File: src/hw/ice_basics_pkg.sv
package ice_basics_pkg;

	localparam int GPIO_W = 24;

	// Command bytes
	localparam logic [7:0] OP_VER = "v";
	localparam logic [7:0] OP_I2C_QUERY = "I";
	localparam logic [7:0] OP_I2C_SET = "i";
	localparam logic [7:0] OP_GPIO_QUERY = "G";
	localparam logic [7:0] OP_GPIO_SET = "g";

	// Register selectors, first payload byte of a query or set
	localparam logic [7:0] SUB_SPEED = "c";
	localparam logic [7:0] SUB_ADDR = "a";
	localparam logic [7:0] SUB_LEVEL = "l";
	localparam logic [7:0] SUB_DIR = "d";
	localparam logic [7:0] SUB_INT = "i";

	localparam logic [7:0] RESP_ACK = 8'h02;
	localparam logic [7:0] RESP_NAK = 8'h03;

	localparam logic [7:0] I2C_SPEED_RESET = 8'd99;
	localparam logic [15:0] I2C_ADDR_RESET = 16'hFFFF;

	typedef enum logic [2:0] {
		CMD_NONE, CMD_NAK, CMD_VER, CMD_I2C_QUERY, CMD_I2C_SET, CMD_GPIO_QUERY, CMD_GPIO_SET
	} cmd_t;

	typedef enum logic [2:0] {
		SEL_NONE, SEL_I2C_SPEED, SEL_I2C_ADDR, SEL_GPIO_LEVEL, SEL_GPIO_DIR, SEL_GPIO_INT
	} param_sel_t;

	typedef enum logic [3:0] {
		ST_IDLE, ST_LATCH_EID, ST_SKIP_LEN, ST_NAK, ST_VER_SHIFT, ST_VER_CHECK, ST_WAIT_ACK,
		ST_VER_MAJOR, ST_VER_MINOR, ST_QUERY_SEL, ST_QUERY_SEND, ST_SET_SEL, ST_SET_SHIFT,
		ST_SET_WAIT, ST_SET_APPLY
	} state_t;

endpackage
File: src/hw/ice_basics.sv
module ice_basics #(
	parameter logic [7:0] VERSION_MAJOR = 8'h00,
	parameter logic [7:0] VERSION_MINOR = 8'h03,
	parameter int FIFO_ADDR_W = 6
) (
	input logic clk,
	input logic rst,
	input logic generate_nak,
	input logic [7:0] ma_data,
	input logic ma_data_valid,
	input logic ma_frame_valid,
	input logic [FIFO_ADDR_W-1:0] out_addr,
	output logic [8:0] out_data,
	input logic latch_tail,
	output logic frame_pending,
	output logic [7:0] i2c_speed,
	output logic [15:0] i2c_addr,
	input logic [ice_basics_pkg::GPIO_W-1:0] gpio_read,
	output logic [ice_basics_pkg::GPIO_W-1:0] gpio_level,
	output logic [ice_basics_pkg::GPIO_W-1:0] gpio_direction,
	output logic [ice_basics_pkg::GPIO_W-1:0] gpio_int_enable
);
	ice_basics_pkg::cmd_t cmd;
	logic cmd_new;
	logic gen_ack;
	logic gen_nak;
	logic [7:0] eid;
	logic store_query;
	logic store_set;
	logic shift_query;
	logic shift_set;
	logic latch_temps;
	logic [7:0] staging_byte;
	logic last_byte;
	logic set_done;
	logic [7:0] ack_data;
	logic ack_valid;
	logic ack_frame;
	logic [7:0] local_data;
	logic local_valid;
	logic local_frame;

	cmd_capture u_capture (.*);

	basics_fsm #(
		.VERSION_MAJOR(VERSION_MAJOR),
		.VERSION_MINOR(VERSION_MINOR)
	) u_fsm (
		.generate_ack(gen_ack),
		.generate_nak(gen_nak),
		.*
	);

	param_regs u_params (.*);

	ack_generator u_ack (
		.generate_ack(gen_ack),
		.generate_nak(gen_nak),
		.*
	);

	// ACK bytes take the buffer write port ahead of local bytes
	message_fifo #(
		.FIFO_ADDR_W(FIFO_ADDR_W)
	) u_fifo (
		.in_data(ack_valid ? ack_data : local_data),
		.in_valid(ack_valid | local_valid),
		.in_frame(ack_frame | local_frame),
		.*
	);

endmodule

File: src/hw/message_fifo.sv
module message_fifo #(
	parameter int FIFO_ADDR_W = 6
) (
	input logic clk,
	input logic rst,
	input logic [7:0] in_data,
	input logic in_valid,
	input logic in_frame,
	input logic [FIFO_ADDR_W-1:0] out_addr,
	output logic [8:0] out_data,
	output logic frame_pending,
	input logic latch_tail
);
	localparam int DEPTH = 2 ** FIFO_ADDR_W;

	logic [7:0] mem [DEPTH];
	logic last_flag [DEPTH];
	logic [FIFO_ADDR_W-1:0] wr_ptr;
	logic [FIFO_ADDR_W-1:0] end_ptr;
	logic [FIFO_ADDR_W-1:0] tail;
	logic [FIFO_ADDR_W-1:0] rd_ptr;
	logic [FIFO_ADDR_W-1:0] idx;
	logic [FIFO_ADDR_W-1:0] oldest_end;
	logic [FIFO_ADDR_W:0] frame_count;
	logic frame_open;
	logic frame_close;
	logic found;
	logic release_frame;

	// Frame closes when the input level drops after at least one byte
	assign frame_close = frame_open && !in_frame;
	assign release_frame = latch_tail && frame_pending;
	assign rd_ptr = tail + out_addr;
	assign out_data = {last_flag[rd_ptr], mem[rd_ptr]};
	assign frame_pending = (frame_count != '0);

	// First last flag at or after tail ends the oldest frame
	always_comb begin
		oldest_end = tail;
		found = 1'b0;
		idx = tail;
		for (int i = 0; i < DEPTH; i++) begin
			idx = tail + FIFO_ADDR_W'(i);
			if (!found && last_flag[idx]) begin
				oldest_end = idx;
				found = 1'b1;
			end
		end
	end

	always_ff @(posedge clk) begin
		if (in_valid) begin
			mem[wr_ptr] <= in_data;
			last_flag[wr_ptr] <= 1'b0;
		end
		if (frame_close)
			last_flag[end_ptr] <= 1'b1;
	end

	always_ff @(posedge clk or posedge rst) begin
		if (rst) begin
			wr_ptr <= '0;
			end_ptr <= '0;
			tail <= '0;
			frame_count <= '0;
			frame_open <= 1'b0;
		end else begin
			if (in_valid) begin
				wr_ptr <= wr_ptr + FIFO_ADDR_W'(1);
				end_ptr <= wr_ptr;
			end
			if (in_valid)
				frame_open <= 1'b1;
			else if (!in_frame)
				frame_open <= 1'b0;
			if (release_frame)
				tail <= oldest_end + FIFO_ADDR_W'(1);
			if (frame_close && !release_frame)
				frame_count <= frame_count + (FIFO_ADDR_W + 1)'(1);
			else if (release_frame && !frame_close)
				frame_count <= frame_count - (FIFO_ADDR_W + 1)'(1);
		end
	end

	// Reader must drain frames before the write pointer wraps onto tail
	assert property (@(posedge clk) disable iff (rst)
		in_valid |-> (wr_ptr + FIFO_ADDR_W'(1) != tail));

endmodule

File: src/hw/basics_fsm.sv
module basics_fsm #(
	parameter logic [7:0] VERSION_MAJOR = 8'h00,
	parameter logic [7:0] VERSION_MINOR = 8'h03
) (
	input logic clk,
	input logic rst,
	input ice_basics_pkg::cmd_t cmd,
	input logic cmd_new,
	input logic [7:0] ma_data,
	input logic ma_data_valid,
	input logic ack_frame,
	input logic frame_pending,
	input logic [7:0] staging_byte,
	input logic last_byte,
	input logic set_done,
	output logic generate_ack,
	output logic generate_nak,
	output logic [7:0] eid,
	output logic store_query,
	output logic store_set,
	output logic shift_query,
	output logic shift_set,
	output logic latch_temps,
	output logic [7:0] local_data,
	output logic local_valid,
	output logic local_frame
);
	ice_basics_pkg::state_t state;
	ice_basics_pkg::state_t next_state;
	ice_basics_pkg::cmd_t cmd_q;
	logic [15:0] ver_in;
	logic ver_cnt;
	logic latch_eid;
	logic ver_shift;

	// EID may follow the command byte in the very next cycle
	assign latch_eid = ma_data_valid && ((state == ice_basics_pkg::ST_IDLE && cmd_new) ||
		state == ice_basics_pkg::ST_LATCH_EID);
	assign ver_shift = ma_data_valid && (state == ice_basics_pkg::ST_VER_SHIFT);

	assign store_query = (state == ice_basics_pkg::ST_QUERY_SEL);
	assign store_set = (state == ice_basics_pkg::ST_SET_SEL);
	assign shift_query = (state == ice_basics_pkg::ST_QUERY_SEND);
	assign shift_set = (state == ice_basics_pkg::ST_SET_SHIFT) && !set_done;
	assign latch_temps = (state == ice_basics_pkg::ST_SET_APPLY) && !frame_pending;

	assign local_frame = (state == ice_basics_pkg::ST_VER_MAJOR) ||
		(state == ice_basics_pkg::ST_VER_MINOR) || (state == ice_basics_pkg::ST_QUERY_SEND);
	assign local_valid = local_frame;
	assign local_data = (state == ice_basics_pkg::ST_VER_MAJOR) ? VERSION_MAJOR :
		(state == ice_basics_pkg::ST_VER_MINOR) ? VERSION_MINOR : staging_byte;

	always_comb begin
		next_state = state;
		generate_ack = 1'b0;
		generate_nak = 1'b0;
		case (state)
			ice_basics_pkg::ST_IDLE:
				if (cmd_new)
					next_state = ma_data_valid ? ice_basics_pkg::ST_SKIP_LEN :
						ice_basics_pkg::ST_LATCH_EID;
			ice_basics_pkg::ST_LATCH_EID:
				if (ma_data_valid)
					next_state = ice_basics_pkg::ST_SKIP_LEN;
			ice_basics_pkg::ST_SKIP_LEN:
				if (ma_data_valid) begin
					case (cmd_q)
						ice_basics_pkg::CMD_NAK: next_state = ice_basics_pkg::ST_NAK;
						ice_basics_pkg::CMD_VER: next_state = ice_basics_pkg::ST_VER_SHIFT;
						ice_basics_pkg::CMD_I2C_QUERY,
						ice_basics_pkg::CMD_GPIO_QUERY: next_state = ice_basics_pkg::ST_QUERY_SEL;
						ice_basics_pkg::CMD_I2C_SET,
						ice_basics_pkg::CMD_GPIO_SET: next_state = ice_basics_pkg::ST_SET_SEL;
						default: next_state = ice_basics_pkg::ST_IDLE;
					endcase
				end
			ice_basics_pkg::ST_NAK: begin
				generate_nak = 1'b1;
				next_state = ice_basics_pkg::ST_IDLE;
			end
			ice_basics_pkg::ST_VER_SHIFT:
				if (ver_shift && ver_cnt)
					next_state = ice_basics_pkg::ST_VER_CHECK;
			ice_basics_pkg::ST_VER_CHECK:
				if (ver_in == {VERSION_MAJOR, VERSION_MINOR}) begin
					generate_ack = 1'b1;
					next_state = ice_basics_pkg::ST_IDLE;
				end else begin
					// Mismatch reports the real version after the NAK
					generate_nak = 1'b1;
					next_state = ice_basics_pkg::ST_WAIT_ACK;
				end
			ice_basics_pkg::ST_WAIT_ACK:
				if (!ack_frame)
					next_state = (cmd_q == ice_basics_pkg::CMD_VER) ?
						ice_basics_pkg::ST_VER_MAJOR : ice_basics_pkg::ST_QUERY_SEND;
			ice_basics_pkg::ST_VER_MAJOR: next_state = ice_basics_pkg::ST_VER_MINOR;
			ice_basics_pkg::ST_VER_MINOR: next_state = ice_basics_pkg::ST_IDLE;
			ice_basics_pkg::ST_QUERY_SEL:
				if (ma_data_valid) begin
					generate_ack = 1'b1;
					next_state = ice_basics_pkg::ST_WAIT_ACK;
				end
			ice_basics_pkg::ST_QUERY_SEND:
				if (last_byte)
					next_state = ice_basics_pkg::ST_IDLE;
			ice_basics_pkg::ST_SET_SEL:
				if (ma_data_valid)
					next_state = ice_basics_pkg::ST_SET_SHIFT;
			ice_basics_pkg::ST_SET_SHIFT:
				if (set_done) begin
					generate_ack = 1'b1;
					// Only GPIO changes wait for the reader to take the ACK
					next_state = (cmd_q == ice_basics_pkg::CMD_GPIO_SET) ?
						ice_basics_pkg::ST_SET_WAIT : ice_basics_pkg::ST_IDLE;
				end
			ice_basics_pkg::ST_SET_WAIT:
				if (frame_pending)
					next_state = ice_basics_pkg::ST_SET_APPLY;
			ice_basics_pkg::ST_SET_APPLY:
				if (!frame_pending)
					next_state = ice_basics_pkg::ST_IDLE;
			default: next_state = ice_basics_pkg::ST_IDLE;
		endcase
	end

	always_ff @(posedge clk or posedge rst) begin
		if (rst) begin
			state <= ice_basics_pkg::ST_IDLE;
			cmd_q <= ice_basics_pkg::CMD_NONE;
			ver_cnt <= 1'b0;
		end else begin
			state <= next_state;
			if (state == ice_basics_pkg::ST_IDLE && cmd_new)
				cmd_q <= cmd;
			if (ver_shift)
				ver_cnt <= ~ver_cnt;
		end
	end

	always_ff @(posedge clk) begin
		if (latch_eid)
			eid <= ma_data;
		if (ver_shift)
			ver_in <= {ver_in[7:0], ma_data};
	end

	// Local bytes are framed and never overlap the ACK frame
	assert property (@(posedge clk) disable iff (rst)
		local_valid |-> (local_frame && !ack_frame));

endmodule

File: src/hw/param_regs.sv
module param_regs (
	input logic clk,
	input logic rst,
	input ice_basics_pkg::cmd_t cmd,
	input logic [7:0] ma_data,
	input logic ma_data_valid,
	input logic store_query,
	input logic store_set,
	input logic shift_query,
	input logic shift_set,
	input logic latch_temps,
	input logic [ice_basics_pkg::GPIO_W-1:0] gpio_read,
	output logic [7:0] staging_byte,
	output logic last_byte,
	output logic set_done,
	output logic [7:0] i2c_speed,
	output logic [15:0] i2c_addr,
	output logic [ice_basics_pkg::GPIO_W-1:0] gpio_level,
	output logic [ice_basics_pkg::GPIO_W-1:0] gpio_direction,
	output logic [ice_basics_pkg::GPIO_W-1:0] gpio_int_enable
);
	ice_basics_pkg::param_sel_t sel;
	ice_basics_pkg::param_sel_t sel_dec;
	logic [1:0] countdown;
	logic [1:0] count_dec;
	logic [ice_basics_pkg::GPIO_W-1:0] staging;
	logic [ice_basics_pkg::GPIO_W-1:0] level_tmp;
	logic [ice_basics_pkg::GPIO_W-1:0] dir_tmp;
	logic [ice_basics_pkg::GPIO_W-1:0] int_tmp;
	logic load_query;
	logic load_set;
	logic take_byte;

	assign load_query = store_query && ma_data_valid;
	assign load_set = store_set && ma_data_valid;
	assign take_byte = shift_set && ma_data_valid;

	// Selector byte decode, qualified by the command family
	always_comb begin
		sel_dec = ice_basics_pkg::SEL_NONE;
		if (cmd == ice_basics_pkg::CMD_I2C_QUERY || cmd == ice_basics_pkg::CMD_I2C_SET) begin
			if (ma_data == ice_basics_pkg::SUB_SPEED)
				sel_dec = ice_basics_pkg::SEL_I2C_SPEED;
			else if (ma_data == ice_basics_pkg::SUB_ADDR)
				sel_dec = ice_basics_pkg::SEL_I2C_ADDR;
		end else if (cmd == ice_basics_pkg::CMD_GPIO_QUERY || cmd == ice_basics_pkg::CMD_GPIO_SET) begin
			if (ma_data == ice_basics_pkg::SUB_LEVEL)
				sel_dec = ice_basics_pkg::SEL_GPIO_LEVEL;
			else if (ma_data == ice_basics_pkg::SUB_DIR)
				sel_dec = ice_basics_pkg::SEL_GPIO_DIR;
			else if (ma_data == ice_basics_pkg::SUB_INT)
				sel_dec = ice_basics_pkg::SEL_GPIO_INT;
		end
		case (sel_dec)
			ice_basics_pkg::SEL_NONE: count_dec = 2'd0;
			ice_basics_pkg::SEL_I2C_SPEED: count_dec = 2'd1;
			ice_basics_pkg::SEL_I2C_ADDR: count_dec = 2'd2;
			default: count_dec = 2'd3;
		endcase
	end

	always_ff @(posedge clk or posedge rst) begin
		if (rst) begin
			sel <= ice_basics_pkg::SEL_NONE;
			countdown <= 2'd0;
			i2c_speed <= ice_basics_pkg::I2C_SPEED_RESET;
			i2c_addr <= ice_basics_pkg::I2C_ADDR_RESET;
			gpio_level <= '0;
			gpio_direction <= '0;
			gpio_int_enable <= '0;
		end else begin
			// Unknown query still answers with a single zero byte
			if (load_query)
				countdown <= (sel_dec == ice_basics_pkg::SEL_NONE) ? 2'd1 : count_dec;
			else if (load_set) begin
				sel <= sel_dec;
				countdown <= count_dec;
			end else if (shift_query || take_byte)
				countdown <= countdown - 2'd1;
			if (take_byte) begin
				case (sel)
					ice_basics_pkg::SEL_I2C_SPEED: i2c_speed <= ma_data;
					ice_basics_pkg::SEL_I2C_ADDR: i2c_addr <= {i2c_addr[7:0], ma_data};
					default: ;
				endcase
			end
			if (latch_temps) begin
				case (sel)
					ice_basics_pkg::SEL_GPIO_LEVEL: gpio_level <= level_tmp;
					ice_basics_pkg::SEL_GPIO_DIR: gpio_direction <= dir_tmp;
					ice_basics_pkg::SEL_GPIO_INT: gpio_int_enable <= int_tmp;
					default: ;
				endcase
			end
		end
	end

	always_ff @(posedge clk) begin
		if (load_query) begin
			case (sel_dec)
				ice_basics_pkg::SEL_I2C_SPEED: staging <= {i2c_speed, 16'h0000};
				ice_basics_pkg::SEL_I2C_ADDR: staging <= {i2c_addr, 8'h00};
				ice_basics_pkg::SEL_GPIO_LEVEL: staging <= gpio_read;
				ice_basics_pkg::SEL_GPIO_DIR: staging <= gpio_direction;
				ice_basics_pkg::SEL_GPIO_INT: staging <= gpio_int_enable;
				default: staging <= '0;
			endcase
		end else if (shift_query)
			staging <= {staging[ice_basics_pkg::GPIO_W-9:0], 8'h00};
		// GPIO payload collects here until the ACK is released
		if (take_byte) begin
			case (sel)
				ice_basics_pkg::SEL_GPIO_LEVEL: level_tmp <= {level_tmp[15:0], ma_data};
				ice_basics_pkg::SEL_GPIO_DIR: dir_tmp <= {dir_tmp[15:0], ma_data};
				ice_basics_pkg::SEL_GPIO_INT: int_tmp <= {int_tmp[15:0], ma_data};
				default: ;
			endcase
		end
	end

	assign staging_byte = staging[ice_basics_pkg::GPIO_W-1 -: 8];
	assign last_byte = (countdown == 2'd1);
	assign set_done = (countdown == 2'd0);

endmodule

File: src/hw/ack_generator.sv
module ack_generator (
	input logic clk,
	input logic rst,
	input logic generate_ack,
	input logic generate_nak,
	input logic [7:0] eid,
	output logic [7:0] ack_data,
	output logic ack_valid,
	output logic ack_frame
);
	logic [1:0] phase;
	logic is_nak;
	logic [7:0] eid_q;

	// Phase 1 code, 2 EID, 3 zero length, then back to idle
	always_ff @(posedge clk or posedge rst) begin
		if (rst)
			phase <= 2'd0;
		else if (generate_ack || generate_nak)
			phase <= 2'd1;
		else if (phase != 2'd0)
			phase <= phase + 2'd1;
	end

	always_ff @(posedge clk) begin
		if (generate_ack || generate_nak) begin
			is_nak <= generate_nak;
			eid_q <= eid;
		end
	end

	always_comb begin
		case (phase)
			2'd1: ack_data = is_nak ? ice_basics_pkg::RESP_NAK : ice_basics_pkg::RESP_ACK;
			2'd2: ack_data = eid_q;
			default: ack_data = 8'h00;
		endcase
	end

	assign ack_valid = (phase != 2'd0);
	assign ack_frame = (phase != 2'd0);

	// A new request must not cut into a frame still being sent
	assert property (@(posedge clk) disable iff (rst)
		(generate_ack || generate_nak) |-> !ack_frame);

endmodule

File: src/hw/cmd_capture.sv
module cmd_capture (
	input logic clk,
	input logic rst,
	input logic [7:0] ma_data,
	input logic ma_data_valid,
	input logic ma_frame_valid,
	input logic generate_nak,
	output ice_basics_pkg::cmd_t cmd,
	output logic cmd_new
);
	ice_basics_pkg::cmd_t decoded;
	logic frame_q;
	logic frame_start;

	// First byte of a frame arrives with the rising frame level
	assign frame_start = ma_frame_valid && !frame_q && ma_data_valid;

	always_comb begin
		case (ma_data)
			ice_basics_pkg::OP_VER: decoded = ice_basics_pkg::CMD_VER;
			ice_basics_pkg::OP_I2C_QUERY: decoded = ice_basics_pkg::CMD_I2C_QUERY;
			ice_basics_pkg::OP_I2C_SET: decoded = ice_basics_pkg::CMD_I2C_SET;
			ice_basics_pkg::OP_GPIO_QUERY: decoded = ice_basics_pkg::CMD_GPIO_QUERY;
			ice_basics_pkg::OP_GPIO_SET: decoded = ice_basics_pkg::CMD_GPIO_SET;
			default: decoded = ice_basics_pkg::CMD_NONE;
		endcase
	end

	always_ff @(posedge clk or posedge rst) begin
		if (rst) begin
			frame_q <= 1'b0;
			cmd <= ice_basics_pkg::CMD_NONE;
			cmd_new <= 1'b0;
		end else begin
			frame_q <= ma_frame_valid;
			cmd_new <= 1'b0;
			// Immediate NAK request wins over a frame start
			if (generate_nak) begin
				cmd <= ice_basics_pkg::CMD_NAK;
				cmd_new <= 1'b1;
			end else if (frame_start) begin
				cmd <= decoded;
				cmd_new <= (decoded != ice_basics_pkg::CMD_NONE);
			end
		end
	end

endmodule

File: config.mk
export PLATFORM = sky130hd
export DESIGN_NAME = ice_basics
export DESIGN_NICKNAME = d
export VERILOG_FILES = /design/src/hw/ice_basics_pkg.sv /design/src/hw/ice_basics.sv /design/src/hw/message_fifo.sv /design/src/hw/basics_fsm.sv /design/src/hw/param_regs.sv /design/src/hw/ack_generator.sv /design/src/hw/cmd_capture.sv
export SDC_FILE = /design/constraint.sdc
export NUM_CORES = 2
export LEC_CHECK = 0
export CORE_ASPECT_RATIO = 1.2
export CORE_MARGIN = 8
export CORE_UTILIZATION = 50
export DETAILED_ROUTE_END_ITERATION = 8
export DONT_BUFFER_PORTS = 1
export GPL_TIMING_DRIVEN = 0
export PLACE_DENSITY_LB_ADDON = 0.25
export SLEW_MARGIN = 0
export SYNTH_ARGS = -nofsm -noshare
export SYNTH_HDL_FRONTEND = slang
export SYNTH_SLANG_ARGS = --single-unit
File: constraint.sdc
create_clock -name clk -period 7.6 [get_ports clk]
set_input_delay 1.52 -clock clk [delete_from_list [all_inputs] [get_ports clk]]
set_output_delay 1.52 -clock clk [all_outputs]
set_load 0.02 [all_outputs]
==> impl_metrics.toml <==
[outcome]
status = "finished with violations"
violations = "capacitance limit, slew limit, setup timing"

[routing]
wl_per_cell_um = 36.3
drc = 0
viasPerCell = 7.11
vias = 37779
final_antenna_net_count = 0
wirelength_um = 193000
dr.first_iter.drc_count = 5393
first_pass_iters = 8

[clock_network]
ctsHoldBuffers = 0
clk_path_buf_depth = 3
cts_sinks = 847
root_buffer = "clkbuf_16"
clock_latency_ns = 0.64
cts_tree = "yes"
clk_pin_slew_ns = 0.06
cts_inserted_buffers = 77
cts_max_level = 3

[die]
die_x_um = 301
ios = 150
dieArea_um2 = 108000
core_area_um2 = 96800
die_y_um = 359
initial_core_util_pct = 50.5
core.rowCount = 125

[synth]
yosys.area_share.adder_pct = 0.978
synthMuxAreaShare_pct = 23.5
synth-async-reset-ratio_pct = 16.8
yosysTopAreaCell = "edfxtp_1"
synth_top_family_by_area = "multiplexers"
yosys-top-cells-count = "edfxtp_1 (705), mux4_2 (361), nand2_1 (343)"
ys_seq_area_share_pct = 50.6
synth_edf_count = 705
synth-xor-area-share_pct = 1.79
netlist_instances = 3767
synth.avg_cell_area_um2 = 13.0
ys_top_cells_by_area = "edfxtp_1 (43%), mux4_2 (17%), dfrtp_1 (6.2%)"
ys_seq_elements = 847
netlist_area_um2 = 48900
synthSimpleGateAreaFrac_pct = 11.3
synth_top_area_share_pct = 43.3
synth_nets = 3848
ys.warnings.count = 0
yosysMostFrequentCell = "edfxtp_1"
synth_flop_cell = "edfxtp_1"
ys_types = 102
synth_compound_area_share_pct = 9.30

[global_route]
grt_use_met3_pct = 7.58
grt_use_met1_pct = 40.9
busiest_layer = "met2"
grt_pass1_wl_um = 270000
met2_usage_pct = 55.3
grt_max_degree = 90
antenna_found_initial = 14
first_global_vias = 36308
grt_usage_pct = 34.9
gr-total-overflow = 0

[sta]
hold_slack_ns = 0.419
final_hold_viol_count = 0
worstMarginPinSlew_ns = 1.60
slew_headroom_pct = -7.37
fin_crit_ns = 7.68
finalCritPeriodShare_pct = 101
slew_violations = 18
fin_ws_ns = -0.0776
timing.fmax_mhz = 130
clock_skew_ns = 0.0212
setup-violations-final = 2

[critical_path]
worstPathArrival_ns = 8.18
crit_path_max_fanout = 10
worstPathRequired_ns = 8.10
cpPeakStageDelay_ns = 1.16
crit_type = "reg -> reg"
endpoint_kind = "flip-flop"
cpMaxStageDelayCell = "clkdlybuf4s15_1"
start_kind = "flip-flop"
crit_chain = "buf_4 > ha_1 > xor2_1 > clkbuf_1 > clkdlybuf4s15_1 > nand2_1 > o32ai_4 > o21ai_0 > a21oi_1 > nand3_2 > nor2_1 > clkbuf_4 > o21ai_0 > o311a_1 > a211oi_2 > o221ai_2 > a21oi_2 > nor4_2 > o21ai_1 > and2_1 > ha_1 > nor3b_2 > xnor2_1 > o21ai_1"

[cells_and_area]
drive_above_1_share_pct = 27.3
syn_to_final_growth_pct = 14.7
final_nets = 4056

[job]
cap_violations = 2

[placed_design]
place_congestion = 1.14
dp_hpwl_um = 141000
io_buffers = 0

[min_path]
hold_path_class = "reg -> reg"
-- registers in the layout (all words and copies together), names as in the netlist, 4 cells and up --
name / cells
u_params.i2c_speed: 8
u_fifo.mem: 512
u_params.dir_tmp: 24
u_params.gpio_int_enable: 24
u_params.i2c_addr: 16
u_fifo.wr_ptr: 6
u_fifo.end_ptr: 6
u_fsm.eid: 8
u_fsm.ver_in: 16
u_params.int_tmp: 24
u_fifo.tail: 6
u_params.level_tmp: 24
u_params.staging: 24
u_fifo.frame_count: 7
u_fsm.state: 4
u_ack.eid_q: 8
u_params.gpio_direction: 24
u_params.gpio_level: 24
u_fifo.last_flag: 64
-- worst paths after layout --
kind                                            start                                  to  slack, ns  cells after the start
hold reg to reg                u_fsm.eid[2]$_DFFE_PP_            u_ack.eid_q[2]$_DFFE_PP_       0.42                      0
hold / removal                 u_fsm.eid[2]$_DFFE_PP_            u_ack.eid_q[2]$_DFFE_PP_       0.42                      0
setup / recovery           u_fifo.tail[1]$_DFFE_PP0P_          u_fifo.tail[4]$_DFFE_PP0P_      -0.08                     24
max in group asynchronous                         rst         u_fifo.frame_open$_DFF_PP0_       5.91                      2
min in group asynchronous                         rst  u_params.gpio_level[2]$_DFFE_PP0P_       0.78                      1
setup reg to reg           u_fifo.tail[1]$_DFFE_PP0P_          u_fifo.tail[4]$_DFFE_PP0P_      -0.08                     24
-- layout make-up --
class	instances	area, um2
Antenna cell	8	20.0
Buffer	228	1450
Clock buffer	98	2060
Clock inverter	41	450
Fill cell	7724	40700
Inverter	68	278
Multi-Input combinational cell	2614	24100
Sequential cell	847	24800
Tap cell	1270	1590
Timing Repair Buffer	139	1350
-- through the flow --
stage          worst slack, ns  setup TNS (ns)  cell area (um2)  cells  utilization, %
2_1_floorplan         -0.00247        -0.00247            48900   3767               -
3_3_place_gp             -4.73          -30.47            50500   5037            52.1
3_5_place_dp             -4.16          -23.55            51000   5060            52.7
5_1_grt                 -0.147          -0.224            56000   5307            57.9
4_1_cts                -0.0541         -0.0541            55000   5243            56.9
6_report               -0.0776         -0.0861            56100   5313            57.9
-- cells in the final DEF (no fill, tap or decap), types with 30 or more instances in the layout --
| master | n |
|---|---|
| a211oi_1 | 33 |
| inv_1 | 57 |
| nor3_1 | 69 |
| dfrtp_1 | 118 |
| nand3_1 | 109 |
| xnor2_1 | 52 |
| nor2_1 | 274 |
| nand2_1 | 338 |
| o21ai_0 | 123 |
| edfxtp_1 | 705 |
| mux4_2 | 361 |
| a21oi_1 | 172 |
| ha_1 | 30 |
| buf_4 | 116 |
| clkbuf_1 | 130 |
| mux2i_1 | 126 |
| mux2_2 | 167 |
| nand4_1 | 38 |
| clkbuf_16 | 83 |
-- what timing repair did --
item | CTS | global route
hold endpoints to repair | 0 | 0
gates cloned | 1 | 4
endpoints found under the setup margin | 14 | 12
pin swaps | 20 | 30
resized for setup | 268 | 123
setup buffers | 51 | 56
-- routing by layer --
layer / up-vias / share of wire, % / wire length [um]
met5: - / 0 / 0
met4: 0 / 10 / 19700
met3: 811 / 9.3 / 18000
met2: 2619 / 47 / 90200
met1: 18924 / 34 / 64900
li1: 15425 / - / -
-- worst max-delay path, delay by kind of cell, from the launching register on --
kind | cells | cell delay [ns]
flip-flops | 1 | 0.49
buffers and inverters | 4 | 2.18
AND/OR/NAND/NOR | 6 | 1.34
XOR/XNOR | 2 | 0.44
AO/OA/AOI/OAI | 10 | 2.70
adder cells (fa/ha/maj) | 2 | 0.39
-- kinds of logic (layout without fill, tap and decap cells) --
family                     count (synthesis)  count (layout)
xor gates and xnor gates                 100             100
DFF                                      847             847
other                                      0               8
muxes                                    673             673
AOI/OAI and AO/OA                        675             675
buffers and inverters                    306             574
adders and majority gates                 37              37
and+or+nand+nor                         1129            1129
Power is not shown: default switching activity piles up to over one toggle a cycle in this logic, so the estimate is an artifact.
